File: src/rtl/soc_bus_pkg.sv
`default_nettype none

package soc_bus_pkg;

    localparam int data_w = 32;
    localparam int addr_w = 32;
    localparam int be_w   = 4;

    // top address nibble picks the slave
    typedef enum logic [3:0] {
        region_ram  = 4'd0,
        region_uart = 4'd1,
        region_gpio = 4'd2,
        region_none = 4'hf
    } region_e;

    // register offsets inside a slave, low address bits only
    typedef enum logic [3:0] {
        uart_data   = 4'h0,
        uart_status = 4'h4
    } uart_reg_e;

    typedef enum logic [3:0] {
        gpio_out = 4'h0,
        gpio_in  = 4'h4
    } gpio_reg_e;

    localparam int status_tx_ready_bit = 0;
    localparam int status_rx_valid_bit = 1;

    // one frame walk shared by the transmitter and the receiver
    typedef enum logic [1:0] {
        st_idle,
        st_start,
        st_data,
        st_stop
    } uart_state_e;

endpackage

`default_nettype wire

File: src/rtl/data_bus_if.sv
`default_nettype none

// one strobe bus link, reads answer one cycle after the strobe
interface data_bus_if;

    logic [soc_bus_pkg::addr_w-1:0] address;
    logic [soc_bus_pkg::be_w-1:0]   byteenable;
    logic                           read;
    logic                           write;
    logic [soc_bus_pkg::data_w-1:0] wrdata;
    logic [soc_bus_pkg::data_w-1:0] rddata;

    modport master (
        output address,
        output byteenable,
        output read,
        output write,
        output wrdata,
        input  rddata
    );

    modport slave (
        input  address,
        input  byteenable,
        input  read,
        input  write,
        input  wrdata,
        output rddata
    );

endinterface

`default_nettype wire

File: src/rtl/gpio_top.sv
`default_nettype none

module gpio_top (
    input  wire                             clk,
    input  wire                             reset_i,
    input  wire [soc_bus_pkg::data_w-1:0]   gpio1_i,
    output logic [soc_bus_pkg::data_w-1:0]  gpio0_o,
    data_bus_if.slave                       bus
);

    logic [soc_bus_pkg::data_w-1:0] out_q;
    logic [soc_bus_pkg::data_w-1:0] in_meta_q;
    logic [soc_bus_pkg::data_w-1:0] in_sync_q;
    logic                           sel_out;
    logic                           sel_in;

    assign sel_out = (bus.address[3:0] == soc_bus_pkg::gpio_out);
    assign sel_in  = (bus.address[3:0] == soc_bus_pkg::gpio_in);

    always_ff @(posedge clk) begin
        if (reset_i) begin
            out_q <= '0;
        end else if (bus.write && sel_out) begin
            for (int i = 0; i < soc_bus_pkg::be_w; i++) begin
                if (bus.byteenable[i]) begin
                    out_q[8*i +: 8] <= bus.wrdata[8*i +: 8];
                end
            end
        end
    end

    assign gpio0_o = out_q;

    // input pins are asynchronous to clk
    always_ff @(posedge clk) begin
        if (reset_i) begin
            in_meta_q <= '0;
            in_sync_q <= '0;
        end else begin
            in_meta_q <= gpio1_i;
            in_sync_q <= in_meta_q;
        end
    end

    always_ff @(posedge clk) begin
        if (bus.read) begin
            if (sel_out) begin
                bus.rddata <= out_q;
            end else if (sel_in) begin
                bus.rddata <= in_sync_q;
            end else begin
                bus.rddata <= '0;
            end
        end
    end

endmodule

`default_nettype wire

File: src/flat_wrapper.sv
// flat-port wrapper written by rule: the top's interface ports become plain ports
module gpio_top_flat 
  (clk, reset_i, gpio1_i, gpio0_o, bus_address, bus_byteenable, bus_read, bus_write, bus_wrdata, bus_rddata);
  data_bus_if bus_i ();
  input  wire clk;
  input  wire reset_i;
  input  wire [soc_bus_pkg::data_w-1:0] gpio1_i;
  output logic [soc_bus_pkg::data_w-1:0] gpio0_o;
  input wire logic [$bits(bus_i.address)-1:0] bus_address;
  input wire logic [$bits(bus_i.byteenable)-1:0] bus_byteenable;
  input wire logic [$bits(bus_i.read)-1:0] bus_read;
  input wire logic [$bits(bus_i.write)-1:0] bus_write;
  input wire logic [$bits(bus_i.wrdata)-1:0] bus_wrdata;
  output wire logic [$bits(bus_i.rddata)-1:0] bus_rddata;
  assign bus_i.address = bus_address;
  assign bus_i.byteenable = bus_byteenable;
  assign bus_i.read = bus_read;
  assign bus_i.write = bus_write;
  assign bus_i.wrdata = bus_wrdata;
  assign bus_rddata = bus_i.rddata;
  gpio_top u_core (.clk(clk), .reset_i(reset_i), .gpio1_i(gpio1_i), .gpio0_o(gpio0_o), .bus(bus_i));
endmodule
File: config.mk
export PLATFORM = sky130hd
export DESIGN_NAME = gpio_top_flat
export DESIGN_NICKNAME = d
export VERILOG_FILES = /design/src/rtl/soc_bus_pkg.sv /design/src/rtl/data_bus_if.sv /design/src/rtl/gpio_top.sv /design/src/flat_wrapper.sv
export SDC_FILE = /design/constraint.sdc
export NUM_CORES = 1
export LEC_CHECK = 0
export BUFFER_PORTS_ARGS = -buffer_cell sky130_fd_sc_hd__buf_2
export CAP_MARGIN = 20
export CORE_MARGIN = 1.5
export CORE_UTILIZATION = 48
export DETAILED_ROUTE_END_ITERATION = 8
export PLACE_DENSITY = 0.89
export SLEW_MARGIN = 25
export SYNTH_ARGS = -nofsm -noshare
export SYNTH_HDL_FRONTEND = slang
export SYNTH_SLANG_ARGS = --single-unit
File: constraint.sdc
create_clock -name clk -period 1.8 [get_ports clk]
set_input_delay 0.36 -clock clk [delete_from_list [all_inputs] [get_ports clk]]
set_output_delay 0.36 -clock clk [all_outputs]
set_load 0.05 [all_outputs]
# Word level (Yosys, flattened, before mapping)
# Cells that the tools add are included.
[classes]
eq_ne = 1
muxes = 2
n_reduce_logical = 6
[ops]
columns = ["operator", "count"]
rows = [
  ["$mux 32", 2],
  ["$reduce_and 2->1", 4],
  ["$eq 4x3->1 const B", 1],
  ["$logic_not 4->1", 1],
  ["$logic_and 1x1->1", 1],
]
[word_totals]
register_bits = 128
input_bits = 104
output_inout_bits = 64
wordCells = 16

# Depth between registers and ports, before layout
[logic_depth]
word_depth = 3
mapped_depth = 4
depth_no_buf = 3

# Least setup slack after synthesis
# OpenSTA, ideal clock, no wires.
[synth_timing]
path_type = "input-to-reg"
from = "input port bus_address[3]"
to = "register u_core.bus.rddata[10] (data pin)"
setup_ps = 133
arrival_ps = 1230
t_required_ps = 1667
path_slack_ps = 437
path_stages = 3
n_path_buf = 1
cell_sequence = "nor4b_2 clkbuf_1 a22o_1"
[synth_via]
elab_chain_cells = 3
elab_cells_between_ends = 4
cone_classes = "eq/ne: 1; mux: 2; reduce/logical: 1"
[synth_rtl]
columns = ["item", "line_no", "rtl"]
rows = [
  ["start, declared", "flat_wrapper.sv:9", "input wire logic [$bits(bus_i.address)-1:0] bus_address;"],
  ["$eq 4x3->1", "gpio_top.sv:18", "assign sel_in = (bus.address[3:0] == soc_bus_pkg::gpio_in);"],
  ["$mux 32", "gpio_top.sv:49", "end else if (sel_in) begin"],
  ["$mux 32 (*)", "gpio_top.sv:47", "if (sel_out) begin"],
  ["end signal, assigned", "gpio_top.sv:48", "bus.rddata <= out_q;"],
  ["end signal, assigned", "gpio_top.sv:50", "bus.rddata <= in_sync_q;"],
  ["end, declared", "data_bus_if.sv:28", "output rddata"],
]
# Every way passes the cells marked *; elsewhere a longest branch is shown, timed or not.
# A chain may end at the register's enable or synchronous reset.

# Worst setup path after layout
[layout_timing]
from = "register u_core.out_q, in the netlist u_core.gpio0_o[18]"
to = "output port gpio0_o[18] (netlist name)"
[layout_rtl]
columns = ["item", "line_no", "rtl"]
rows = [
  ["start, declared", "gpio_top.sv:11", "logic [soc_bus_pkg::data_w-1:0] out_q;"],
  ["start signal, assigned by index", "gpio_top.sv:26", "out_q[8*i +: 8] <= bus.wrdata[8*i +: 8];"],
  ["end, declared", "flat_wrapper.sv:8", "output logic [soc_bus_pkg::data_w-1:0] gpio0_o;"],
]
# No word-level cell between the ends.

==> flow_metrics.tcl <==
set metrics [dict create \
    outcome "finished clean" \
    drive_gt1_share_pct 35.4 \
    power_leakage_nw 2.55 \
    slew_viol_final 0 \
    cts_resized 0 \
    fin_area_um2 5890 \
    placedCellCount 584 \
    start_util_pct 50.3 \
    cts_max_level 4 \
    powerDensity_nw_per_um2 1110 \
    fin_cells 616 \
    dp_hpwl_mm 6.09 \
    mostFrequentLayoutCell "buf_2" \
    grt_first_pass_wirelength_mm 14.6 \
    clock_latency_ns 0.51 \
    n_antenna_cell 0 \
    routed_wl_mm 9.15 \
    fin_crit_sh_pct 85.1 \
    worst-path-buf-inv 1 \
    drtIter0Drc 74 \
    synth_cells 350 \
    vias 2986 \
    cts_hold_buffers 0 \
    port_buffers 139 \
    whs_ns 0.0596 \
    area_growth_pct 32.3 \
    synth_cell_type_count 11 \
    grt_antenna_before_repair 0 \
    ys_ff_latch 128 \
    tns_ns 0 \
    hold_class "primary input to flip-flop" \
    finClkSkew_ns 0.0101 \
    post_dp_cell_area_um2 5350 \
    viasPerCell 4.85 \
    p_total_mw 6.55 \
    syn_area_um2 4450 \
    ys_top_cells_by_area "dfxtp_1 43%, edfxtp_1 22%, nand2b_1 9.0%" \
    critPathKind "flip-flop to output port" \
    slowest_stage "dfxtp_1" \
    critPathMaxFanout 3 \
    fmax_ghz 0.653 \
    die_h_um 99.3 \
    yosysWarningCount 0 \
    tritoncts "built" \
    core_area_um2 8850 \
    cts_root_buffer "clkbuf_8" \
    path_clk_slew_ns 0.06 \
    worst_slew_pin_slew_ns 0.441 \
    drtAntennaViolNets 0 \
    relSlewSlack_pct 70.6 \
    grt_max_degree 129 \
    maxCapViolCount 0 \
    drc 0 \
    cp-end-kind "output port" \
    syn_area_per_cell_um2 12.7 \
    gp_congestion 0.774 \
    fin_nets 599 \
    fillers 683 \
    ir_drop_mv 0.565 \
    synth_nets 454 \
    grt_use_total_pct 19.6 \
    crit_path_start_kind "flip-flop" \
    synth_top_area_share_pct 43.2 \
    grt_overflow 0 \
    fin_crit_ns 1.53 \
    clockBufferDepth 2 \
    worstPathCellList "buf_2" \
    first_pass_iters 4 \
    setup-violations-final 0 \
    synth_top_area_cell "dfxtp_1" \
    cts_buffers 17 \
    slowest_delay_ns 0.38 \
    hold_violations 0 \
    ioPinCount 168 \
    wl_per_cell_um 14.8 \
    grt_pass1_vias 3087 \
    layout_common_cells "138 x buf_2, 96 x dfxtp_1, 64 x nor2b_1, 64 x nand2b_1" \
    critical-path-top-delay-family "flip-flops" \
    dieArea_um2 9860 \
    cp.arrival_ns 1.17 \
    post-cts-setup-buffer-count 0 \
    rows 34 \
    required_ns 1.44 \
    cts_sinks 128 \
    grt_setup_unrepaired "false" \
    die_w_um 99.3 \
    yosysSeqAreaShare_pct 64.8 \
]
[final timing paths]
path                        startpoint                    end  slack, ns  depth (start not counted)
setup / recovery    u_core.gpio0_o[18]            gpio0_o[18]       0.27                          1
setup reg to reg    u_core.gpio0_o[30]  u_core.bus.rddata[30]       1.00                          1
hold / removal             gpio1_i[20]   u_core.in_meta_q[20]       0.06                          2
hold reg to reg   u_core.in_meta_q[30]   u_core.in_sync_q[30]       0.43                          1
[synth_stat cells]
master / instances
dfxtp_1: 96
nand2b_1: 64
nor2b_1: 64
a22o_1: 32
edfxtp_1: 32
mux2i_1: 32
clkbuf_1: 20
and3_1: 4
buf_4: 4
nor4_4: 1
nor4b_2: 1
[power breakdown]
| group | switching [mW] | leakage [nW] | internal, mW | total (mW) |
|---|---|---|---|---|
| clock network | 1.17 | 0.275 | 1.89 | 3.07 |
| registers | 0.0253 | 1.12 | 3.04 | 3.07 |
| logic | 0.247 | 1.15 | 0.169 | 0.417 |
| total | 1.45 | 2.55 | 5.10 | 6.55 |
[logic make-up after synthesis]
group / Yosys count / share of synthesized area, %
buffers and inverters: 24 / 2.36
muxes: 32 / 7.20
AOI/OAI and AO/OA: 32 / 6.30
and+or+nand+nor: 134 / 19.4
DFF: 128 / 64.8
[layout make-up]
type	instances	area [um2]	area share [%]
Timing Repair Buffer	150	856	14.5
Multi-Input combinational cell	198	1470	25.0
Clock buffer	24	493	8.37
Tap cell	108	135	2.30
Clock inverter	8	48.8	0.829
Sequential cell	128	2880	49.0
[routing by layer]
| layer | vias to the layer above | track usage, % | part of all wire (%) |
|---|---|---|---|
| li1 | 1474 | - | - |
| met1 | 1402 | 21.8 | 40 |
| met2 | 96 | 34.4 | 53 |
| met3 | 14 | 6.11 | 5.1 |
| met4 | 0 | 8.78 | 1.9 |
| met5 | - | 0 | 0 |
[stage by stage]
step / util (%) / setup slack [ns]
after floorplan: - / 0.437
after global placement: 60.4 / 0.132
after detailed placement: 60.4 / 0.0782
after CTS: 66.5 / 0.246
after global routing: 66.5 / 0.215
final: 66.5 / 0.269
[registers in the layout, summed over array words and instances (netlist names)]
| register | cells |
|---|---|
| u_core.gpio0_o | 32 |
| u_core.bus.rddata | 32 |
| u_core.in_sync_q | 32 |
| u_core.in_meta_q | 32 |
(Power assumes the default switching activity.)
