**src/rtl/soc_bus_pkg.sv**
```systemverilog
`default_nettype none

package soc_bus_pkg;

    localparam int data_w = 32;
    localparam int addr_w = 32;
    localparam int be_w   = 4;

    // top address nibble picks the slave
    typedef enum logic [3:0] {
        region_ram  = 4'd0,
        region_uart = 4'd1,
        region_gpio = 4'd2,
        region_none = 4'hf
    } region_e;

    // register offsets inside a slave, low address bits only
    typedef enum logic [3:0] {
        uart_data   = 4'h0,
        uart_status = 4'h4
    } uart_reg_e;

    typedef enum logic [3:0] {
        gpio_out = 4'h0,
        gpio_in  = 4'h4
    } gpio_reg_e;

    localparam int status_tx_ready_bit = 0;
    localparam int status_rx_valid_bit = 1;

    // one frame walk shared by the transmitter and the receiver
    typedef enum logic [1:0] {
        st_idle,
        st_start,
        st_data,
        st_stop
    } uart_state_e;

endpackage

`default_nettype wire

```
**src/rtl/data_bus_if.sv**
```systemverilog
`default_nettype none

// one strobe bus link, reads answer one cycle after the strobe
interface data_bus_if;

    logic [soc_bus_pkg::addr_w-1:0] address;
    logic [soc_bus_pkg::be_w-1:0]   byteenable;
    logic                           read;
    logic                           write;
    logic [soc_bus_pkg::data_w-1:0] wrdata;
    logic [soc_bus_pkg::data_w-1:0] rddata;

    modport master (
        output address,
        output byteenable,
        output read,
        output write,
        output wrdata,
        input  rddata
    );

    modport slave (
        input  address,
        input  byteenable,
        input  read,
        input  write,
        input  wrdata,
        output rddata
    );

endinterface

`default_nettype wire

```
**src/rtl/dbus.sv**
```systemverilog
`default_nettype none

module dbus (
    input  wire                             clk,
    input  wire                             reset_i,
    input  wire [soc_bus_pkg::addr_w-1:0]   master_address_i,
    input  wire [soc_bus_pkg::be_w-1:0]     master_byteenable_i,
    input  wire                             master_read_i,
    input  wire                             master_write_i,
    input  wire [soc_bus_pkg::data_w-1:0]   master_wrdata_i,
    output logic [soc_bus_pkg::data_w-1:0]  master_rddata_o,
    data_bus_if.master                      ram_bus,
    data_bus_if.master                      uart_bus,
    data_bus_if.master                      gpio_bus
);

    soc_bus_pkg::region_e region;
    soc_bus_pkg::region_e rd_region_q;
    logic [soc_bus_pkg::addr_w-1:0] slave_address;

    always_comb begin
        case (master_address_i[soc_bus_pkg::addr_w-1 -: 4])
            4'd0:    region = soc_bus_pkg::region_ram;
            4'd1:    region = soc_bus_pkg::region_uart;
            4'd2:    region = soc_bus_pkg::region_gpio;
            default: region = soc_bus_pkg::region_none;
        endcase
    end

    // slaves see only their local address space
    assign slave_address = {4'b0000, master_address_i[soc_bus_pkg::addr_w-5:0]};

    assign ram_bus.address     = slave_address;
    assign ram_bus.byteenable  = master_byteenable_i;
    assign ram_bus.wrdata      = master_wrdata_i;
    assign ram_bus.read        = master_read_i && (region == soc_bus_pkg::region_ram);
    assign ram_bus.write       = master_write_i && (region == soc_bus_pkg::region_ram);

    assign uart_bus.address    = slave_address;
    assign uart_bus.byteenable = master_byteenable_i;
    assign uart_bus.wrdata     = master_wrdata_i;
    assign uart_bus.read       = master_read_i && (region == soc_bus_pkg::region_uart);
    assign uart_bus.write      = master_write_i && (region == soc_bus_pkg::region_uart);

    assign gpio_bus.address    = slave_address;
    assign gpio_bus.byteenable = master_byteenable_i;
    assign gpio_bus.wrdata     = master_wrdata_i;
    assign gpio_bus.read       = master_read_i && (region == soc_bus_pkg::region_gpio);
    assign gpio_bus.write      = master_write_i && (region == soc_bus_pkg::region_gpio);

    // a cycle without a read falls back to none, so stale slave data never shows
    always_ff @(posedge clk) begin
        if (reset_i) begin
            rd_region_q <= soc_bus_pkg::region_none;
        end else if (master_read_i) begin
            rd_region_q <= region;
        end else begin
            rd_region_q <= soc_bus_pkg::region_none;
        end
    end

    always_comb begin
        case (rd_region_q)
            soc_bus_pkg::region_ram:  master_rddata_o = ram_bus.rddata;
            soc_bus_pkg::region_uart: master_rddata_o = uart_bus.rddata;
            soc_bus_pkg::region_gpio: master_rddata_o = gpio_bus.rddata;
            default:                  master_rddata_o = '0;
        endcase
    end

endmodule

`default_nettype wire

```
**src/flat_wrapper.sv**
```systemverilog
// flat-port wrapper written by rule: the top's interface ports become plain ports
module dbus_flat 
  (clk, reset_i, master_address_i, master_byteenable_i, master_read_i, master_write_i, master_wrdata_i, master_rddata_o, ram_bus_address, ram_bus_byteenable, ram_bus_read, ram_bus_write, ram_bus_wrdata, ram_bus_rddata, uart_bus_address, uart_bus_byteenable, uart_bus_read, uart_bus_write, uart_bus_wrdata, uart_bus_rddata, gpio_bus_address, gpio_bus_byteenable, gpio_bus_read, gpio_bus_write, gpio_bus_wrdata, gpio_bus_rddata);
  data_bus_if ram_bus_i ();
  data_bus_if uart_bus_i ();
  data_bus_if gpio_bus_i ();
  input  wire clk;
  input  wire reset_i;
  input  wire [soc_bus_pkg::addr_w-1:0] master_address_i;
  input  wire [soc_bus_pkg::be_w-1:0] master_byteenable_i;
  input  wire master_read_i;
  input  wire master_write_i;
  input  wire [soc_bus_pkg::data_w-1:0] master_wrdata_i;
  output logic [soc_bus_pkg::data_w-1:0] master_rddata_o;
  output wire logic [$bits(ram_bus_i.address)-1:0] ram_bus_address;
  output wire logic [$bits(ram_bus_i.byteenable)-1:0] ram_bus_byteenable;
  output wire logic [$bits(ram_bus_i.read)-1:0] ram_bus_read;
  output wire logic [$bits(ram_bus_i.write)-1:0] ram_bus_write;
  output wire logic [$bits(ram_bus_i.wrdata)-1:0] ram_bus_wrdata;
  input wire logic [$bits(ram_bus_i.rddata)-1:0] ram_bus_rddata;
  output wire logic [$bits(uart_bus_i.address)-1:0] uart_bus_address;
  output wire logic [$bits(uart_bus_i.byteenable)-1:0] uart_bus_byteenable;
  output wire logic [$bits(uart_bus_i.read)-1:0] uart_bus_read;
  output wire logic [$bits(uart_bus_i.write)-1:0] uart_bus_write;
  output wire logic [$bits(uart_bus_i.wrdata)-1:0] uart_bus_wrdata;
  input wire logic [$bits(uart_bus_i.rddata)-1:0] uart_bus_rddata;
  output wire logic [$bits(gpio_bus_i.address)-1:0] gpio_bus_address;
  output wire logic [$bits(gpio_bus_i.byteenable)-1:0] gpio_bus_byteenable;
  output wire logic [$bits(gpio_bus_i.read)-1:0] gpio_bus_read;
  output wire logic [$bits(gpio_bus_i.write)-1:0] gpio_bus_write;
  output wire logic [$bits(gpio_bus_i.wrdata)-1:0] gpio_bus_wrdata;
  input wire logic [$bits(gpio_bus_i.rddata)-1:0] gpio_bus_rddata;
  assign ram_bus_address = ram_bus_i.address;
  assign ram_bus_byteenable = ram_bus_i.byteenable;
  assign ram_bus_read = ram_bus_i.read;
  assign ram_bus_write = ram_bus_i.write;
  assign ram_bus_wrdata = ram_bus_i.wrdata;
  assign ram_bus_i.rddata = ram_bus_rddata;
  assign uart_bus_address = uart_bus_i.address;
  assign uart_bus_byteenable = uart_bus_i.byteenable;
  assign uart_bus_read = uart_bus_i.read;
  assign uart_bus_write = uart_bus_i.write;
  assign uart_bus_wrdata = uart_bus_i.wrdata;
  assign uart_bus_i.rddata = uart_bus_rddata;
  assign gpio_bus_address = gpio_bus_i.address;
  assign gpio_bus_byteenable = gpio_bus_i.byteenable;
  assign gpio_bus_read = gpio_bus_i.read;
  assign gpio_bus_write = gpio_bus_i.write;
  assign gpio_bus_wrdata = gpio_bus_i.wrdata;
  assign gpio_bus_i.rddata = gpio_bus_rddata;
  dbus u_core (.clk(clk), .reset_i(reset_i), .master_address_i(master_address_i), .master_byteenable_i(master_byteenable_i), .master_read_i(master_read_i), .master_write_i(master_write_i), .master_wrdata_i(master_wrdata_i), .master_rddata_o(master_rddata_o), .ram_bus(ram_bus_i), .uart_bus(uart_bus_i), .gpio_bus(gpio_bus_i));
endmodule
```
**config.mk**
```make
export PLATFORM = sky130hd
export DESIGN_NAME = dbus_flat
export DESIGN_NICKNAME = d
export VERILOG_FILES = /design/src/rtl/soc_bus_pkg.sv /design/src/rtl/data_bus_if.sv /design/src/rtl/dbus.sv /design/src/flat_wrapper.sv
export SDC_FILE = /design/constraint.sdc
export NUM_CORES = 1
export LEC_CHECK = 0
export BUFFER_PORTS_ARGS = -buffer_cell sky130_fd_sc_hd__buf_2
export CORE_AREA = 4 4 159 161
export DETAILED_ROUTE_END_ITERATION = 10
export DIE_AREA = 0 0 163 165
export GPL_TIMING_DRIVEN = 0
export MAX_ROUTING_LAYER = met4
export SLEW_MARGIN = 15
export SYNTH_ARGS = -nofsm -noshare
export SYNTH_HDL_FRONTEND = slang
export SYNTH_SLANG_ARGS = --single-unit
```
**constraint.sdc**
```tcl
create_clock -name clk -period 3 [get_ports clk]
set_clock_uncertainty 0.1 [all_clocks]
set_input_delay 0.6 -clock clk [delete_from_list [all_inputs] [get_ports clk]]
set_output_delay 0.6 -clock clk [all_outputs]
set_load 0.1 [all_outputs]
```
== Yosys cells after proc, flatten, opt, wreduce, memory -nomap -nowiden ==
Cells that the tools add are included.

* ROM bits: 0
* Register bits: 4
* Latch bits: 0
* Memories kept: 0
* Input port bits: 168
* Word-level logic and storage cells: 20
* Memory bits (writable): 0
* Output and inout bits: 242

* Divide/modulo/power cells: 0
* Mux-type cells: 2
* Reduce and logical (&&, ||, !) cells: 10
* Magnitude comparators: 0
* Shifts and indexed selects: 0
* Equality and inequality tests: 6
* Add/subtract/negate cells: 0
* $mul: 0
* Bitwise gates (word level): 1

{| class="wikitable"
|+ Operator list
! operator !! number
|-
| one-hot mux 32 bit (3 select lines) || 1
|-
| equality test 4 x 1 -> 1 bit (second input constant) || 3
|-
| equality test 4 x 2 -> 1 bit (second input constant) || 3
|-
| zero test 4 bit || 3
|-
| one-hot mux 4 bit (3 select lines) || 1
|-
| logical AND 1 bit || 6
|-
| OR reduction 2 bit || 1
|-
| inverter 1 bit || 1
|}

== Longest topological paths before layout ==
Gate-level depths: netlist of the first run.

* Depth after elaboration: 4
* Gate-level depth with buffers: 4
* Depth with buffers taken out: 3

== Worst setup path before layout of the first run ==
No wires, ideal clock.

* Kind: input -> output
* Start: input port master_address_i[31] (netlist name)
* End: output port gpio_bus_read
* Cell stages on the path: 3
* Slack: -0.754 ns
* Data arrival time: 3.054 ns
* Data required time: 2.300 ns
* Path through: nor2_1 nand2_1 nor3b_1

* Word-level cells in the longest chain between the ends: 4
* Elaborated cells on any way between the ends: 6

{| class="wikitable"
|+ RTL lines
! what !! line !! text
|-
| start: declaration || flat_wrapper.sv:9 || <nowiki>input wire [soc_bus_pkg::addr_w-1:0] master_address_i;</nowiki>
|-
| equality test 4 x 2 -> 1 bit, or another cell as far along || dbus.sv:22 || <nowiki>case (master_address_i[soc_bus_pkg::addr_w-1 -: 4])</nowiki>
|-
| one-hot mux 4 bit (3 select lines) * || dbus.sv:22 ||
|-
| equality test 4 x 2 -> 1 bit * || dbus.sv:48 || <nowiki>assign gpio_bus.read = master_read_i && (region == soc_bus_pkg::region_gpio);</nowiki>
|-
| logical AND 1 bit * || dbus.sv:48 ||
|-
| end: declaration || flat_wrapper.sv:29 || <nowiki>output wire logic [$bits(gpio_bus_i.read)-1:0] gpio_bus_read;</nowiki>
|}

Every way passes the cells marked *; elsewhere a longest branch is shown, timed or not.

== Final worst setup path of the first run ==
* Start: register u_core.rd_region_q[0]
* End: output port master_rddata_o[3] (netlist name)

* Word-level cells in the longest chain between the ends: 2
* Elaborated cells on any way between the ends: 4

{| class="wikitable"
|+ RTL lines
! what !! line !! text
|-
| start: declaration || dbus.sv:18 || <nowiki>soc_bus_pkg::region_e rd_region_q;</nowiki>
|-
| start signal: assignment || dbus.sv:54 || <nowiki>rd_region_q <= soc_bus_pkg::region_none;</nowiki>
|-
| start signal: assignment || dbus.sv:56 || <nowiki>rd_region_q <= region;</nowiki>
|-
| start signal: assignment || dbus.sv:58 || <nowiki>rd_region_q <= soc_bus_pkg::region_none;</nowiki>
|-
| equality test 4 x 2 -> 1 bit, or another cell as far along || dbus.sv:63 || <nowiki>case (rd_region_q)</nowiki>
|-
| one-hot mux 32 bit (3 select lines) * || dbus.sv:63 ||
|-
| end: declaration || flat_wrapper.sv:14 || <nowiki>output logic [soc_bus_pkg::data_w-1:0] master_rddata_o;</nowiki>
|}

Marked as above.

==> results of run 1 <==
-- layer usage --
| metal | track usage [%] | vias to the layer above | share of wire (%) |
|---|---|---|---|
| met3 | 1.42 | 2 | 9.3 |
| met1 | 9.40 | 1487 | 38 |
| met4 | 0.572 | 0 | 0.11 |
| met5 | - | - | 0 |
| met2 | 16.4 | 216 | 53 |
| li1 | - | 1704 | - |
-- cell usage after synthesis (all sizes together), types with 2 or more instances --
cell type / n / area (um2)
or3: 2 / 12.5
dfxtp: 3 / 60.1
clkbuf: 4 / 15.0
a211oi: 64 / 731
nand2: 2 / 7.51
buf: 220 / 1650
nor2: 3 / 11.3
nor3: 2 / 10.0
nand2b: 33 / 206
nor2b: 32 / 200
nor3b: 2 / 15.0
-- power breakdown --
| group | internal (mW) | switching, mW |
|---|---|---|
| registers | 0.0410 | 0.00117 |
| logic | 0.321 | 1.22 |
| clock network | 0.175 | 0.0335 |
| total | 0.537 | 1.26 |
-- cell type report --
cell class | instances | area [um2] | area share, %
repair buffers | 333 | 1670 | 32.4
plain buffers | 224 | 1660 | 32.2
multi-input cells | 153 | 1280 | 24.8
well taps | 324 | 405 | 7.87
clock buffers | 4 | 78.8 | 1.53
flip-flops and latches | 3 | 60.1 | 1.17
diodes | 1 | 2.50 | 0.0486
-- critical path: cells and delay by family (launching register included) --
kind                   cells  cell delay [ns]
DFF                        1             0.30
AOI/OAI and AO/OA          2             0.32
buffers and inverters      3             1.03
-- placed cells by master, fill, tap and decap left out, types with 2 or more instances in the layout --
master / count
buf_4: 205
nor2b_1: 32
or3_1: 2
a211oi_2: 52
nor2_1: 3
buf_6: 5
nand2b_1: 33
conb_1: 12
dfxtp_1: 3
nand2_1: 2
clkbuf_16: 3
nor3_2: 2
nor3b_2: 2
a211oi_1: 12
clkbuf_1: 5
buf_2: 343
-- path summary, 6_finish.rpt --
kind	endpoint	slack, ns	depth (start not counted)
worst max-delay path	master_rddata_o[3]	0.43	5
worst min-delay path	u_core.rd_region_q[2]	0.49	2
-- logic make-up after synthesis --
group                  count (synthesis)  share of synthesized area (%)
buffers and inverters                224                           56.7
AND/OR/NAND/NOR                       76                           15.8
AO/OA/AOI/OAI                         65                           25.3
flip-flops                             3                           2.05
other                                  1                          0.128
==> run metrics, run 1 <==
Worst-Margin Slew=0.796 ns; Period minus WS final=2.57 ns; Max Slew Vio Count=0; final core occ=21.5%; initial core utilization=roughly 12%; RSZ-0062 raised after global routing=false; Mapped Area=2930 um2; Die Area=26,900 um2; HP Class=primary input to flip-flop; Longest Clk Path Bufs=2; post-CTS setup buffer count=0; htree depth=1; FFs w/ async S/R, synth=0%; largest net degree at the start of global routing=11; DRT iter0 DRCs=slightly above 80; Detailed Place HPWL=12,200 um; Vias=3,409; Critical Path AT=1.87 ns; EDFF count, synth=0; Clock Pin Slew Worst Setup and Hold Paths=0.03 ns; Core ar.=24,000 um2; Synth Flop Type=dfxtp_1; worst path cell trace=buf_2, buf_2, a211oi_2, a211oi_2, buf_2; flops & latches, synth=3; library cells used by synthesis=16; global route overflow=0; post-CTS sizing=0; Area Overhead vs Synth=76.0%; required time worst endpoint=between 2 and 2.5 ns; fill count=2,724; total power=roughly 1.8 mW; Power Dens Cells=around 350 nW/um2; fin nets=886; VDD IR max=0.000254 V; routed vias/inst=3.27; GRT Resource Usage Total=around 8.4%; Root Buffer=clkbuf_16; DR WL/cell=~13 um; first-pass GRT wire length=17,900 um; Ports=410; Biggest register=u_core.rd_region_q; CP max stage delay=approximately 0.47 ns; worst slack, placed=0.617 ns; synthesized area per cell=7.93 um2; Synthesis Warnings=0; drt drc=0; Max-Cap Viols=0; Die W=around 160 um; non-filler cells, final=1,042; Placed Area=5070 um2; Gate Count Post-Synth=369; Worst Setup Start Kind=flip-flop; CP max stage cell=buf_2; final wirelength=13,300 um; placed cell count=between 1,000 and 1,500; I/O Buffers=between 300 and 400; endpoints failing setup=0; Final WS setup=approximately 0.43 ns; # clock sinks=3; routability cong.=~0.8; Seq/Total Area, Yosys=just over 2%; Period Utilization, post-route=85.7%; Crit Path Category=flip-flop to output port; hold slack final=0.493 ns; status=complete, no violations; Largest regs=u_core.rd_region_q (3); DR pass1 iterations=4; TritonCTS buffer count=3; CP Launch Point=u_core.rd_region_q[0]; CTS tree=done; Worst Hold Launch=reset_i; CP Capture Type=output port; Final ANT Viol Nets=0; Rows=57; number of global-route vias before repair=around 3,300; Critical Path Fanout Max=10; Worst path most repeated cell=buf_2; worst rel slew slack=46.9%; initial antenna violation count=1; Die Span Y=165 um; Leakage=2.72 nW; layout cells sized above 1=a little under nine tenths; fin area=5150 um2; Final TNS setup=0 ns; max reg flops=3; CTS hold repair buffers=0; endpoints failing hold=0; Max Freq=0.389 GHz
Power figures use the tool's default switching activity.
==> inputs of run 2 (changes only) <==
- BUFFER_PORTS_ARGS: -buffer_cell sky130_fd_sc_hd__buf_2 -> not set
- CORE_AREA: 4 4 159 161 -> 4 4 158 160
- CTS_BUF_LIST: not set -> sky130_fd_sc_hd__clkbuf_16
- DIE_AREA: 0 0 163 165 -> 0 0 162 164
- DONT_BUFFER_PORTS: not set -> 1
==> run 2 against run 1 <==
Effect of this change:
- design area down 27%
- combinational power decreased by 9.7%
- maximum frequency decreased by 10%
- cell count is 32% lower
- setup slack got worse by 0.29 ns
- clock power is essentially flat
- highest routed layer unchanged
==> run metrics, run 2 (synthesis gave the netlist of run 1 again) <==
status=complete, no violations; fill count=2,649 (-2.8%); non-filler cells, final=707 (-32%); Longest Clk Path Bufs=2 (unchanged); DR pass1 iterations=4 (unchanged); htree depth=1 (unchanged); Leakage=1.37 nW (-50%); final wirelength=13,100 um (-1.8%); Cell Int Power=417 uW (-22%); # clock sinks=3 (unchanged); part of the power in registers=2.6% (+0.2 points); Detailed Place HPWL=12,000 um (-1.7%); CP Capture Type=output port; DR WL/cell=18.5 um (+45%); Largest regs=u_core.rd_region_q (3); Rows=56 (-1.8%); Max Slew Vio Count=0 (unchanged); Biggest register=u_core.rd_region_q; Die Span Y=164 um (-0.61%); Period Utilization, post-route=95.4% (+9.8 points); worst rel slew slack=22.1% (-25 points); endpoints failing hold=0 (unchanged); Die Area=26,600 um2 (-1.2%); CP max stage cell=a211oi_4; placed cell count=700 (-32%); Die W=162 um (-0.61%); Worst-Margin Slew=1.17 ns (+0.369 ns); HP Class=primary input to flip-flop; hold slack final=0.382 ns (-0.111 ns); switch share=74.5% (+4.5 points); CTS hold repair buffers=0 (unchanged); initial core utilization=12.5% (+0.29 points); post-CTS setup buffer count=0 (unchanged); TritonCTS buffer count=3 (unchanged); worst path cell trace=buf_2, buf_2, a211oi_1, a211oi_4; global route overflow=0 (unchanged); fin nets=554 (-37%); P_sw=1.22 mW (-2.8%); commonest non-fill, non-tap cell in the layout=buf_4; routability cong.=0.777 (-3.6%); routed vias/inst=3.33 (+1.6%); final core occ=16.1% (-5.4 points); first-pass GRT wire length=16,900 um (-5.9%); most frequent cells in the layout=buf_4 (205), nand2b_1 (33), nor2b_1 (32), a211oi_4 (32), a211oi_2 (20); Crit Path Category=flip-flop to output port; drt drc=0 (unchanged); WHS Path Cells=1 (-1); number of global-route vias before repair=2,539 (-24%); VDD IR max=0.000361 V (+42%); Logic pwr share=84.7% (-1.3 points); Worst path most repeated cell=buf_2; Area Overhead vs Synth=28.8%; Worst Setup Start Kind=flip-flop; RSZ-0062 raised after global routing=false; clock share of power=12.7% (+1.1 points); required time worst endpoint=2.30 ns (about the same); Worst Hold Launch=reset_i; Root Buffer=clkbuf_16; Critical Path AT=2.16 ns (+0.29 ns); Max Freq=0.349 GHz (-10%); DRT iter0 DRCs=73 (-9.9%); I/O Buffers=0 (-100%); cell family with most CP delay=compound AO/OA/AOI/OAI gates; Core ar.=23,400 um2 (-2.3%); GRT Resource Usage Total=8.63% (+0.19 points); Final ANT Viol Nets=0 (unchanged); Critical path buffers and inverters=2 (-1); Hold EP=u_core.rd_region_q[0]; Ports=410 (unchanged); endpoints failing setup=0 (unchanged); Clock Pin Slew Worst Setup and Hold Paths=0.03 ns (about the same); total power=1.64 mW (-8.6%); CP max stage delay=0.91 ns (+0.44 ns); initial antenna violation count=3 (+2); Max-Cap Viols=0 (unchanged); max reg flops=3 (unchanged); Period minus WS final=2.86 ns (+0.294 ns); largest net degree at the start of global routing=11 (unchanged); Power Dens Cells=435 nW/um2 (+25%); Critical Path Fanout Max=10 (unchanged); CTS tree=done; layout cells sized above 1=74.0% (-11 points); Vias=2,351 (-31%)
## run 2: changes by cell type in the layout (fill, tap and decap cells not counted), sizes merged
cell / before / now
clkbuf: 8 / 7
buf: 553 / 221
diode: 1 / 3
inv: 0 / 1
## run 2: power by group through the flow
stage | Combinational (mW) | Sequential [mW] | Clock, mW
finish | 1.39 | 0.0425 | 0.208
global route | 1.41 | 0.0427 | 0.219
CTS | 1.39 | 0.0426 | 0.213
detailed placement | 1.39 | 0.0432 | 0
global placement | 1.38 | 0.0429 | 0
floorplan | 1.34 | 0.0422 | 0
## run 2: worst max-delay path by stage
stage	start	endpoint	cells past startpoint
after floorplan	master_address_i[31]	uart_bus_read	3
after global placement	u_core.rd_region_q[1]	master_rddata_o[10]	4
after detailed placement	u_core.rd_region_q[1]	master_rddata_o[10]	4
after CTS	u_core.rd_region_q[1]	master_rddata_o[10]	4
after global routing	u_core.rd_region_q[0]	master_rddata_o[10]	4
final	u_core.rd_region_q[0]	master_rddata_o[5]	4
## run 2: per-layer routing
layer	up-vias	share of wire (%)	routed length, um	GRT usage, %
li1	1013	-	-	-
met1	1108	34	4470	9.06
met2	224	54	7030	15.9
met3	6	12	1510	3.11
met4	0	0.59	77	1.23
met5	-	0	0	-
## run 2: what timing repair did
action	4_1_cts	5_1_grt
endpoints found under the hold margin	0	0
resized for setup	0	1
endpoints found under the setup margin	0	2
## run 2: final cells by class
type	instances	area [um2]	area share (%)
antenna	3	7.51	0.199
buffer	224	1660	44.1
clock buffer	3	75.1	1.99
clock inverter	1	3.75	0.0996
multi-input combinational	153	1550	41.1
sequential	3	61.3	1.63
tap	319	399	10.6
timing repair buffer	1	11.3	0.299
## run 2: stage by stage
| step | setup slack, ns | TNS, ns | area [um2] |
|---|---|---|---|
| after global placement | -0.168 | -1.00 | 3400 |
| after CTS | 0.0177 | 0 | 3760 |
| after detailed placement | 0.257 | 0 | 3680 |
| after floorplan | 0.159 | 0 | 3000 |
| after global routing | 0.0166 | 0 | 3770 |
| final | 0.137 | 0 | 3770 |
