$ cat src/rtl/soc_bus_pkg.sv
`default_nettype none

package soc_bus_pkg;

    localparam int data_w = 32;
    localparam int addr_w = 32;
    localparam int be_w   = 4;

    // top address nibble picks the slave
    typedef enum logic [3:0] {
        region_ram  = 4'd0,
        region_uart = 4'd1,
        region_gpio = 4'd2,
        region_none = 4'hf
    } region_e;

    // register offsets inside a slave, low address bits only
    typedef enum logic [3:0] {
        uart_data   = 4'h0,
        uart_status = 4'h4
    } uart_reg_e;

    typedef enum logic [3:0] {
        gpio_out = 4'h0,
        gpio_in  = 4'h4
    } gpio_reg_e;

    localparam int status_tx_ready_bit = 0;
    localparam int status_rx_valid_bit = 1;

    // one frame walk shared by the transmitter and the receiver
    typedef enum logic [1:0] {
        st_idle,
        st_start,
        st_data,
        st_stop
    } uart_state_e;

endpackage

`default_nettype wire

$ cat src/rtl/data_bus_if.sv
`default_nettype none

// one strobe bus link, reads answer one cycle after the strobe
interface data_bus_if;

    logic [soc_bus_pkg::addr_w-1:0] address;
    logic [soc_bus_pkg::be_w-1:0]   byteenable;
    logic                           read;
    logic                           write;
    logic [soc_bus_pkg::data_w-1:0] wrdata;
    logic [soc_bus_pkg::data_w-1:0] rddata;

    modport master (
        output address,
        output byteenable,
        output read,
        output write,
        output wrdata,
        input  rddata
    );

    modport slave (
        input  address,
        input  byteenable,
        input  read,
        input  write,
        input  wrdata,
        output rddata
    );

endinterface

`default_nettype wire

$ cat src/rtl/uart_top.sv
`default_nettype none

module uart_top #(
    parameter int clks_per_bit = 16
) (
    input  wire         clk,
    input  wire         reset_i,
    input  wire         rxd_i,
    output logic        txd_o,
    data_bus_if.slave   bus
);

    localparam int cnt_w = $clog2(clks_per_bit);
    localparam logic [cnt_w-1:0] bit_last = cnt_w'(clks_per_bit - 1);
    localparam logic [cnt_w-1:0] half_last = cnt_w'(clks_per_bit / 2 - 1);

    soc_bus_pkg::uart_state_e tx_state_q;
    logic [7:0]               tx_shift_q;
    logic [2:0]               tx_bit_q;
    logic [cnt_w-1:0]         tx_cnt_q;
    logic                     txd_q;
    logic                     tx_ready;
    logic                     tx_start;

    soc_bus_pkg::uart_state_e rx_state_q;
    logic                     rx_meta_q;
    logic                     rx_sync_q;
    logic [7:0]               rx_shift_q;
    logic [2:0]               rx_bit_q;
    logic [cnt_w-1:0]         rx_cnt_q;
    logic [7:0]               rx_data_q;
    logic                     rx_valid_q;

    logic                     sel_data;
    logic                     sel_status;

    assign sel_data   = (bus.address[3:0] == soc_bus_pkg::uart_data);
    assign sel_status = (bus.address[3:0] == soc_bus_pkg::uart_status);
    assign tx_ready   = (tx_state_q == soc_bus_pkg::st_idle);
    // a write while busy is simply not seen by the transmitter
    assign tx_start   = bus.write && sel_data && tx_ready;

    always_ff @(posedge clk) begin
        if (reset_i) begin
            tx_state_q <= soc_bus_pkg::st_idle;
            tx_bit_q   <= '0;
            tx_cnt_q   <= '0;
            txd_q      <= 1'b1;
        end else begin
            case (tx_state_q)
                soc_bus_pkg::st_idle: begin
                    if (tx_start) begin
                        tx_state_q <= soc_bus_pkg::st_start;
                        tx_shift_q <= bus.wrdata[7:0];
                        tx_cnt_q   <= '0;
                        txd_q      <= 1'b0;
                    end
                end
                soc_bus_pkg::st_start: begin
                    if (tx_cnt_q == bit_last) begin
                        tx_state_q <= soc_bus_pkg::st_data;
                        tx_cnt_q   <= '0;
                        tx_bit_q   <= '0;
                        txd_q      <= tx_shift_q[0];
                        tx_shift_q <= tx_shift_q >> 1;
                    end else begin
                        tx_cnt_q <= tx_cnt_q + 1'b1;
                    end
                end
                soc_bus_pkg::st_data: begin
                    if (tx_cnt_q == bit_last) begin
                        tx_cnt_q <= '0;
                        if (tx_bit_q == 3'd7) begin
                            tx_state_q <= soc_bus_pkg::st_stop;
                            txd_q      <= 1'b1;
                        end else begin
                            tx_bit_q   <= tx_bit_q + 1'b1;
                            txd_q      <= tx_shift_q[0];
                            tx_shift_q <= tx_shift_q >> 1;
                        end
                    end else begin
                        tx_cnt_q <= tx_cnt_q + 1'b1;
                    end
                end
                default: begin
                    if (tx_cnt_q == bit_last) begin
                        tx_state_q <= soc_bus_pkg::st_idle;
                        tx_cnt_q   <= '0;
                    end else begin
                        tx_cnt_q <= tx_cnt_q + 1'b1;
                    end
                end
            endcase
        end
    end

    assign txd_o = txd_q;

    always_ff @(posedge clk) begin
        if (reset_i) begin
            rx_meta_q <= 1'b1;
            rx_sync_q <= 1'b1;
        end else begin
            rx_meta_q <= rxd_i;
            rx_sync_q <= rx_meta_q;
        end
    end

    // the start state waits half a bit so later samples land mid-bit
    always_ff @(posedge clk) begin
        if (reset_i) begin
            rx_state_q <= soc_bus_pkg::st_idle;
            rx_bit_q   <= '0;
            rx_cnt_q   <= '0;
            rx_valid_q <= 1'b0;
        end else begin
            if (bus.read && sel_data) begin
                rx_valid_q <= 1'b0;
            end
            case (rx_state_q)
                soc_bus_pkg::st_idle: begin
                    if (!rx_sync_q) begin
                        rx_state_q <= soc_bus_pkg::st_start;
                        rx_cnt_q   <= '0;
                    end
                end
                soc_bus_pkg::st_start: begin
                    if (rx_cnt_q == half_last) begin
                        rx_cnt_q   <= '0;
                        rx_bit_q   <= '0;
                        rx_state_q <= rx_sync_q ? soc_bus_pkg::st_idle : soc_bus_pkg::st_data;
                    end else begin
                        rx_cnt_q <= rx_cnt_q + 1'b1;
                    end
                end
                soc_bus_pkg::st_data: begin
                    if (rx_cnt_q == bit_last) begin
                        rx_cnt_q   <= '0;
                        rx_shift_q <= {rx_sync_q, rx_shift_q[7:1]};
                        if (rx_bit_q == 3'd7) begin
                            rx_state_q <= soc_bus_pkg::st_stop;
                        end else begin
                            rx_bit_q <= rx_bit_q + 1'b1;
                        end
                    end else begin
                        rx_cnt_q <= rx_cnt_q + 1'b1;
                    end
                end
                default: begin
                    if (rx_cnt_q == bit_last) begin
                        rx_cnt_q   <= '0;
                        rx_state_q <= soc_bus_pkg::st_idle;
                        // a frame with a bad stop bit is discarded
                        if (rx_sync_q) begin
                            rx_data_q  <= rx_shift_q;
                            rx_valid_q <= 1'b1;
                        end
                    end else begin
                        rx_cnt_q <= rx_cnt_q + 1'b1;
                    end
                end
            endcase
        end
    end

    always_ff @(posedge clk) begin
        if (bus.read) begin
            bus.rddata <= '0;
            if (sel_data) begin
                bus.rddata[7:0] <= rx_data_q;
            end else if (sel_status) begin
                bus.rddata[soc_bus_pkg::status_tx_ready_bit] <= tx_ready;
                bus.rddata[soc_bus_pkg::status_rx_valid_bit] <= rx_valid_q;
            end
        end
    end

endmodule

`default_nettype wire

$ cat src/flat_wrapper.sv
// flat-port wrapper written by rule: the top's interface ports become plain ports
module uart_top_flat 
#(
    parameter int clks_per_bit = 16
)
  (clk, reset_i, rxd_i, txd_o, bus_address, bus_byteenable, bus_read, bus_write, bus_wrdata, bus_rddata);
  data_bus_if bus_i ();
  input  wire clk;
  input  wire reset_i;
  input  wire rxd_i;
  output logic txd_o;
  input wire logic [$bits(bus_i.address)-1:0] bus_address;
  input wire logic [$bits(bus_i.byteenable)-1:0] bus_byteenable;
  input wire logic [$bits(bus_i.read)-1:0] bus_read;
  input wire logic [$bits(bus_i.write)-1:0] bus_write;
  input wire logic [$bits(bus_i.wrdata)-1:0] bus_wrdata;
  output wire logic [$bits(bus_i.rddata)-1:0] bus_rddata;
  assign bus_i.address = bus_address;
  assign bus_i.byteenable = bus_byteenable;
  assign bus_i.read = bus_read;
  assign bus_i.write = bus_write;
  assign bus_i.wrdata = bus_wrdata;
  assign bus_rddata = bus_i.rddata;
  uart_top #(.clks_per_bit(clks_per_bit)) u_core (.clk(clk), .reset_i(reset_i), .rxd_i(rxd_i), .txd_o(txd_o), .bus(bus_i));
endmodule
$ cat config.mk
export PLATFORM = sky130hd
export DESIGN_NAME = uart_top_flat
export DESIGN_NICKNAME = d
export VERILOG_FILES = /design/src/rtl/soc_bus_pkg.sv /design/src/rtl/data_bus_if.sv /design/src/rtl/uart_top.sv /design/src/flat_wrapper.sv
export SDC_FILE = /design/constraint.sdc
export NUM_CORES = 1
export LEC_CHECK = 0
export BUFFER_PORTS_ARGS = -buffer_cell sky130_fd_sc_hd__buf_4
export CAP_MARGIN = 5
export CORE_ASPECT_RATIO = 0.8
export CORE_UTILIZATION = 35
export CTS_CLUSTER_DIAMETER = 30
export DETAILED_ROUTE_END_ITERATION = 8
export SLEW_MARGIN = 20
export SYNTH_ARGS = -nofsm -noshare
export SYNTH_HDL_FRONTEND = slang
export SYNTH_SLANG_ARGS = --single-unit
export TNS_END_PERCENT = 100
$ cat constraint.sdc
create_clock -name clk -period 3.3 [get_ports clk]
set_input_delay 0 -clock clk [delete_from_list [all_inputs] [get_ports clk]]
set_output_delay 0 -clock clk [all_outputs]
set_load 0.02 [all_outputs]
* Word level (Yosys, flattened, before mapping)
Cells that the tools add are included. Widths: inputs -> output; s select.
Word-level totals: register bits after elaboration 54, bits of input ports 73, output and inout port bits 33, word-level logic and storage cells 105
Cells by class: $add $sub $neg 4, equality and inequality tests 20, multiplexer cells 44, bitwise operators 2, reduce and logical (&&, ||, !) cells 20
Operator list (number):
- $mux 8 | 4
- $mux 2 | 13
- $mux 4 | 6
- $pmux 8 s3 | 1
- $mux 3 | 6
- $reduce_and 4->1 | 4
- $ne 2x1->1 const B | 6
- $pmux 2 s3 | 2
- $pmux 3 s2 | 2
- $reduce_and 5->1 | 2
- $add 4x1->4 const B | 2
- $eq 4x3->1 const B | 2
- $eq 4x4->1 const B | 2
- $mux 1 | 8
- $ne 2x2->1 const B | 4
- $pmux 4 s2 | 1
- $add 3x1->3 const B | 2
- $eq 3x3->1 const B | 2
- $reduce_and 6->1 | 1
- $reduce_bool 2->1 | 3
- $reduce_bool 3->1 | 2
- $eq 2x1->1 const B | 2
- $eq 2x2->1 const B | 2
- $logic_not 2->1 | 2
- 6 further kinds | 9

* Depth between registers and ports, before layout
Gate-level depths: netlist (run 1).
word-level depth 6, gate-level depth with buffers 7, depth with buffers taken out 6

* Least setup slack after synthesis (run 1)
OpenSTA, ideal clock, no wires.
kind flip-flop to flip-flop, from register u_core.tx_state_q[0], to register u_core.tx_shift_q[0], enable pin, library setup time 386 ps, data arrival time 2018 ps, data required time 2914 ps, path slack 896 ps, stages on the path, launching flop included 6, path buffers 0, cells stage by stage dfxtp_1 -> inv_1 -> ha_1 -> or2_2 -> a211o_2 -> a211oi_1
On the way: word-level cells in the longest chain between the ends 4
RTL lines:
- start, declared | RTL line uart_top.sv:17 | soc_bus_pkg::uart_state_e tx_state_q;
- start signal, assigned | RTL line uart_top.sv:45 | tx_state_q <= soc_bus_pkg::st_idle;
- start signal, assigned | RTL line uart_top.sv:53 | tx_state_q <= soc_bus_pkg::st_start;
- start signal, assigned | RTL line uart_top.sv:61 | tx_state_q <= soc_bus_pkg::st_data;
- $logic_not 2->1 | RTL line uart_top.sv:39, uart_top.sv:50
- $logic_and 1x1->1 | RTL line uart_top.sv:41 | assign tx_start = bus.write && sel_data && tx_ready;
- $ne 2x2->1 (no source line)
- $reduce_and 6->1 (no source line) *
- end signal, assigned | RTL line uart_top.sv:54 | tx_shift_q <= bus.wrdata[7:0];
- end signal, assigned | RTL line uart_top.sv:65 | tx_shift_q <= tx_shift_q >> 1;
- end signal, assigned | RTL line uart_top.sv:79 | tx_shift_q <= tx_shift_q >> 1;
- end, declared | RTL line uart_top.sv:18 | logic [7:0] tx_shift_q;
Mark *: on every way between the ends. The rest lies on a longest branch, timed or not. A chain may end at the register's enable or synchronous reset.

* Worst setup path after layout (run 1)
from register u_core.tx_state_q[0], to register u_core.tx_shift_q[4], enable pin
The elaborated chain is that of the path after synthesis.

==> run metrics, run 1 <==
status=complete, no violations; Core Util, Final=42.6%; worst r2r dst=u_core.tx_shift_q[4]$_DFFE_PP_; Detailed Routing Iterations Pass 1=4; Cell Area, Synth=2520 um^2; Pleak=1.18 nW; # Max-Cap Violations=0; CTS tree=yes; First DRT Iteration DRCs=70; Worst Setup Path Type=reg2reg; Worst Setup Start Kind=register; Clock power frac=27.0%; Min Clock Period, post-route=2.14 ns; post-synth top area cell=edfxtp_1; Syn Inst Count=217; diodes inserted=0; layout cells sized above 1=22.4%; RSZ-0062 raised after global routing=no; final setup fails=0; Max rail drop VDD=0.000191 V; Critical Path AT=2.17 ns; sequential share of the synthesized area=55.6%; Clock Skew=0.00760 ns; Total Nets Final=341; Post-synth EDFFs=32; Final HPWL DP=2660 um; final worst path period share=64.9%; DIE AREA=7550 um^2; Clock Path Buffers=2; H-tree depth=2; clock latency on the worst-skew pair=0.31 ns; Reg power frac=54.2%; Synth cell types=43; vias in the first global route=1486; mean post-synth cell area=11.6 um^2; placer congestion estimate=0.784; r2r worst-path depth=6; Routed WL per cell=11.9 um; clk root buf=clkbuf_8; Critical Path End Type=register; first-pass GRT wire length=7050 um; synth top area cells=edfxtp_1, dfxtp_1, buf_4; worst-margin pin slew=0.551 ns; worst min-delay path class=in2reg; setup tns final=0 ns; Global Route Usage Sum=11.7%; Layout Area Growth over Synthesis=17.2%; post-route ant nets=0; Sink Count=54; Port Buf Inserts=25; Yosys reg bits=54; Cell Rows=27; Horiz. Die Dim=96.9 um; initial antenna violation count=0; Initial Util=36.4%; Pins Over Slew Limit=0; fill count=658; Logic pwr share=18.8%; ys flop type=edfxtp_1; PD cells=482 nW/um^2; core region area=6930 um^2; Post-CTS Resized=0; vias per cell=4.63; # IOs=106; R2R Setup Slk=1.16 ns; Sw Pwr=401 uW; Congestion Overflow GR=0; via count=1601; yosys warns=0; final hold violations=0; largest net degree at the start of global routing=29; Crit Reg-Reg Startpoint=u_core.tx_state_q[0]$_SDFFE_PP0P_; Slew headroom=62.9%; Sw Share=28.2%; FMAX=0.467 GHz; die height=77.9 um; Routed WL=4110 um; HP Start=reset_i; ys async rst share=0%; worst path required time=3.33 ns; # DRC=0; Hold Crit Endpoint=u_core.tx_bit_q[2]$_SDFFE_PP0P_; Num CTS Buffers=5; Worst Hold Depth=2; P_int=1.02 mW; Worst-path clk slew=0.11 ns; CP max FO=8; Yosys top cell area share=38.1%
through the flow:
| step | worst slack (ns) | power (mW) | hold slack [ns] | area (um^2) | instances |
|---|---|---|---|---|---|
| after global placement | 1.20 | 1.04 | 0.186 | 2720 | 324 |
| after detailed placement | 1.18 | 1.04 | 0.188 | 2720 | 324 |
| after global routing | 1.04 | 1.49 | 0.0558 | 2950 | 346 |
| final | 1.16 | 1.42 | 0.0479 | 2950 | 346 |
| after floorplan | 0.896 | 0.990 | 0.104 | 2610 | 240 |
| after CTS | 1.16 | 1.44 | 0.00209 | 2940 | 345 |
cell usage after synthesis, types with 2 or more instances:
library cell	n
or2_2	3
inv_1	6
a21oi_1	8
nand2_1	10
a22oi_1	4
buf_4	24
clkbuf_1	7
nor3_1	4
nor2b_1	3
nor2_1	15
and2_1	2
mux2_2	8
edfxtp_1	32
nor4_1	4
o21ai_0	11
and3b_1	2
mux2i_1	6
ha_1	10
nand4_1	3
and2_2	6
nand3_1	4
nor3b_1	3
dfxtp_1	22
state kept, by name (all words and copies together) (netlist names):
register,count
u_core.rx_cnt_q,4
u_core.tx_bit_q,3
u_core.rx_state_q,2
u_core.tx_shift_q,8
u_core.rx_shift_q,8
u_core.tx_state_q,2
u_core.rx_valid_q,1
u_core.tx_cnt_q,4
u_core.bus.rddata,8
u_core.rx_sync_q,1
u_core.rx_bit_q,3
u_core.txd_o,1
u_core.rx_meta_q,1
u_core.rx_data_q,8
what timing repair did:
| item | 4_1_cts | 5_1_grt |
|---|---|---|
| setup buffers | 0 | 0 |
| hold buffers | 13 | 1 |
| endpoints found under the hold margin | 19 | 1 |
kinds of logic after synthesis:
| group | share of synthesized area [%] |
|---|---|
| other | 0.149 |
| DFF | 55.6 |
| and+or+nand+nor | 15.2 |
| adders and majority gates | 4.97 |
| buffers and inverters | 9.09 |
| AOI/OAI and AO/OA | 8.34 |
| xor gates and xnor gates | 0.695 |
| muxes | 5.96 |
routing by layer:
metal	vias to the layer above	share of wire (%)	GRT usage, %
met3	5	3.7	3.06
met4	0	1.2	4.93
li1	810	-	-
met5	-	0	0
met2	32	46	18.0
met1	754	49	15.6
how the worst max path moves through the flow:
stage                                                 start                             end  slack [ns]  cells past startpoint
after detailed placement  u_core.tx_state_q[0]$_SDFFE_PP0P_  u_core.tx_shift_q[5]$_DFFE_PP_        1.18                      6
after global placement    u_core.tx_state_q[0]$_SDFFE_PP0P_  u_core.tx_shift_q[5]$_DFFE_PP_        1.20                      6
after CTS                 u_core.tx_state_q[0]$_SDFFE_PP0P_  u_core.tx_shift_q[5]$_DFFE_PP_        1.16                      6
after global routing      u_core.tx_state_q[0]$_SDFFE_PP0P_  u_core.tx_shift_q[4]$_DFFE_PP_        1.04                      6
final                     u_core.tx_state_q[0]$_SDFFE_PP0P_  u_core.tx_shift_q[4]$_DFFE_PP_        1.16                      6
after floorplan           u_core.tx_state_q[0]$_SDFFE_PP0P_  u_core.tx_shift_q[0]$_DFFE_PP_        0.90                      5
area by class of cell:
| cell class | count | area [um^2] | area share, % |
|---|---|---|---|
| Sequential cell | 54 | 1400 | 47.5 |
| Multi-Input combinational cell | 149 | 976 | 33.1 |
| Timing Repair Buffer | 42 | 350 | 11.9 |
| Tap cell | 87 | 109 | 3.69 |
| Clock buffer | 5 | 68.8 | 2.33 |
| Clock inverter | 3 | 25.0 | 0.847 |
| Inverter | 6 | 22.5 | 0.763 |
power groups by stage:
stage	combinational (mW)	sequential [mW]	clock, mW
2_1_floorplan	0.197	0.793	0
3_3_place_gp	0.252	0.786	0
3_5_place_dp	0.255	0.787	0
4_1_cts	0.268	0.771	0.401
6_report	0.268	0.772	0.384
5_1_grt	0.297	0.776	0.421
worst max-delay path: stages, from the launching register on:
cell and delay [ns]:
dfxtp_1 0.39, inv_1 0.08, ha_1 0.30, or2_2 0.35, a211o_2 0.36, a211oi_1 0.17
buf_4 0.21
cell usage in the layout, fill, tap and decap left out, drive strengths merged, types with 2 or more instances in the layout:
| master | synthesis | layout |
|---|---|---|
| edfxtp | 32 | 32 |
| buf | 24 | 28 |
| conb | 1 | 24 |
| dfxtp | 22 | 22 |
| nor2 | 15 | 15 |
| dlygate4sd3 | 0 | 14 |
| o21ai | 11 | 11 |
| nand2 | 10 | 10 |
| ha | 10 | 10 |
| a21oi | 9 | 9 |
| mux2 | 8 | 8 |
| and2 | 8 | 8 |
| inv | 6 | 7 |
| mux2i | 6 | 6 |
| clkbuf | 7 | 5 |
| nor4 | 5 | 5 |
| nand3 | 4 | 4 |
| nor3 | 4 | 4 |
| a22oi | 4 | 4 |
| or2 | 3 | 3 |
| nor2b | 3 | 3 |
| nor3b | 3 | 3 |
| nand4 | 3 | 3 |
| and3b | 2 | 2 |
Power figures use the tool's default switching activity.
==> run 2: changes to the inputs <==
- clock period: 3.3 -> 2.01 ns (I/O delays scaled with it)
==> run 2 against run 1 <==
  * Global-route usage barely moved
  * Cell count rose by 3.5%
  * Highest routed layer unchanged
  * Sequential cell count did not move
  * Largest power group unchanged
==> run metrics, run 2 (synthesized netlist as in run 1, its figures left out) <==
cell area after placement=2860 um^2 (+5.2%); Layout Area Growth over Synthesis=22.5%; Pins Over Slew Limit=0 (unchanged); clk root buf=clkbuf_8; Max rail drop VDD=0.000269 V (+40%); leading cell types in the layout, fill and taps excluded=buf_4, edfxtp_1, conb_1, dfxtp_1, nor2_1; Worst Setup Start Kind=register; Routed WL per cell=11.2 um (-6.1%); layout cells sized above 1=27.7% (+5.3 points); Congestion Overflow GR=0 (unchanged); clock latency on the worst-skew pair=0.31 ns (about the same); Cell Rows=27 (unchanged); via count=1664 (+3.9%); Global Route Usage Sum=11.7% (-0.023 points); Initial Util=36.4% (unchanged); fill count=653 (-0.76%); # Max-Cap Violations=0 (unchanged); Worst Setup Path Type=reg2reg; Total Nets Final=353 (+3.5%); cell mode on critical path=buf_4; overall power=2.41 mW (+69%); Pleak=1.25 nW (+5.7%); H-tree depth=2 (unchanged); Port Buf Inserts=25 (unchanged); HP Start=bus_wrdata[6]; Critical Path End Type=register; CTS tree=yes; CP max FO=5 (-3); final worst path period share=95.3% (+30 points); diodes inserted=0 (unchanged); Clock Skew=0.0113 ns (+0.00374 ns); initial antenna violation count=0 (unchanged); setup tns final=0 ns (unchanged); Max stage delay on crit path=0.55 ns (+0.16 ns); global routing's busiest layer=met2; Detailed Routing Iterations Pass 1=4 (unchanged); Min Clock Period, post-route=1.92 ns (-0.225 ns); # DRC=0 (unchanged); chain of cells forming the critical path=inv_1 > buf_4 > ha_1 > buf_4 > mux2i_1 > nor4_1 > dlygate4sd3_1; met2 GRT Util=18.7% (+0.77 points); Sequential cell area=1400 um^2 (+0.18%); Clock Path Buffers=2 (unchanged); Sw Pwr=664 uW (+65%); Num CTS Buffers=5 (unchanged); FMAX=0.522 GHz (+12%); P_int=1.74 mW (+71%); largest net degree at the start of global routing=29 (unchanged); first-pass GRT wire length=7100 um (+0.69%); Critical Path AT=1.98 ns (-0.19 ns); Routed WL=3990 um (-2.8%); vias per cell=4.65 (+0.45%); RSZ-0062 raised after global routing=no; Horiz. Die Dim=96.9 um (unchanged); core region area=6930 um^2 (unchanged); final hold violations=0 (unchanged); # IOs=106 (unchanged); Crit Reg-Reg Startpoint=u_core.tx_state_q[1]$_SDFFE_PP0P_; status=complete, no violations; grt met3 use=3.15% (+0.090 points); final setup fails=0 (unchanged); PD cells=780 nW/um^2 (+62%); worst slack at placement=0.00845 ns (-1.17 ns); Reg power frac=52.6% (-1.6 points); Logic pwr share=21.9% (+3.1 points); multi-input logic area=1010 um^2 (+3.3%); Worst setup startpoint=u_core.tx_state_q[1]$_SDFFE_PP0P_; Setup WS post-layout=0.0939 ns (-1.07 ns); First DRT Iteration DRCs=56 (-20%); Sink Count=54 (unchanged); placer congestion estimate=0.777 (-0.96%); DIE AREA=7550 um^2 (unchanged); met1 usage=15.2% (-0.39 points); Worst-path clk slew=0.11 ns (about the same); commonest non-fill, non-tap cell in the layout=buf_4; Clock power frac=25.5% (-1.5 points); die height=77.9 um (unchanged); Critical-path top delay cell=dlygate4sd3_1; vias in the first global route=1558 (+4.8%); worst path required time=2.07 ns (-1.26 ns); Sw Share=27.6% (-0.62 points); worst min-delay path class=in2reg; Final HPWL DP=2820 um (+5.9%); Final Cell Area=3090 um^2 (+4.6%); post-route ant nets=0 (unchanged)
-- run 2: metrics by stage --
stage | std cells | hold WS [ns] | util, %
3_5_place_dp | 337 | 0.188 | 41.3
5_1_grt | 358 | 0.00966 | 44.6
3_3_place_gp | 337 | 0.185 | 41.3
2_1_floorplan | 240 | 0.104 | -
4_1_cts | 358 | 0.00625 | 44.6
6_report | 358 | 0.0102 | 44.6
-- run 2: repair_timing --
item	4_1_cts	5_1_grt
setup endpoints to repair	8	8
setup buffers	0	0
endpoints found under the hold margin	18	0
pin swaps	0	1
hold buffers	13	0
resized for setup	2	0
-- run 2: critical path, delay by kind of cell, from the launching register on --
family,cells,cell delay (ns)
adder cells (fa/ha/maj),1,0.19
AND/OR/NAND/NOR,1,0.06
buffers and inverters,4,0.90
multiplexers,1,0.14
flip-flops,1,0.37
-- run 2: routing by layer --
layer | vias to the layer above | part of all wire, % | wire (um)
met5 | - | 0 | 0
met4 | 0 | 0.90 | 36
met3 | 4 | 3.9 | 154
met2 | 34 | 44 | 1760
met1 | 785 | 51 | 2040
li1 | 841 | - | -
-- run 2: path summary, 6_finish.rpt --
check | depth (start not counted) | slack (ns) | to
max | 7 | 0.09 | u_core.bus.rddata[0]$_DFFE_PP_
min | 2 | 0.01 | u_core.tx_shift_q[6]$_DFFE_PP_
max reg2reg | 7 | 0.09 | u_core.bus.rddata[0]$_DFFE_PP_
min reg2reg | 1 | 0.41 | u_core.rx_sync_q$_SDFF_PP1_
-- run 2: power groups by stage --
stage,Sequential [mW],Combinational [mW],Clock (mW)
final,1.27,0.527,0.615
after global routing,1.27,0.581,0.682
after CTS,1.27,0.534,0.645
after detailed placement,1.29,0.512,0
after global placement,1.29,0.508,0
after floorplan,1.30,0.347,0
-- run 2: area by class of cell --
cell class / instances / share of cell area [%]
tap: 87 / 3.53
sequential: 54 / 45.5
multi-input combinational: 149 / 32.7
clock buffer: 5 / 2.23
inverter: 6 / 0.729
timing repair buffer: 54 / 14.6
clock inverter: 3 / 0.810
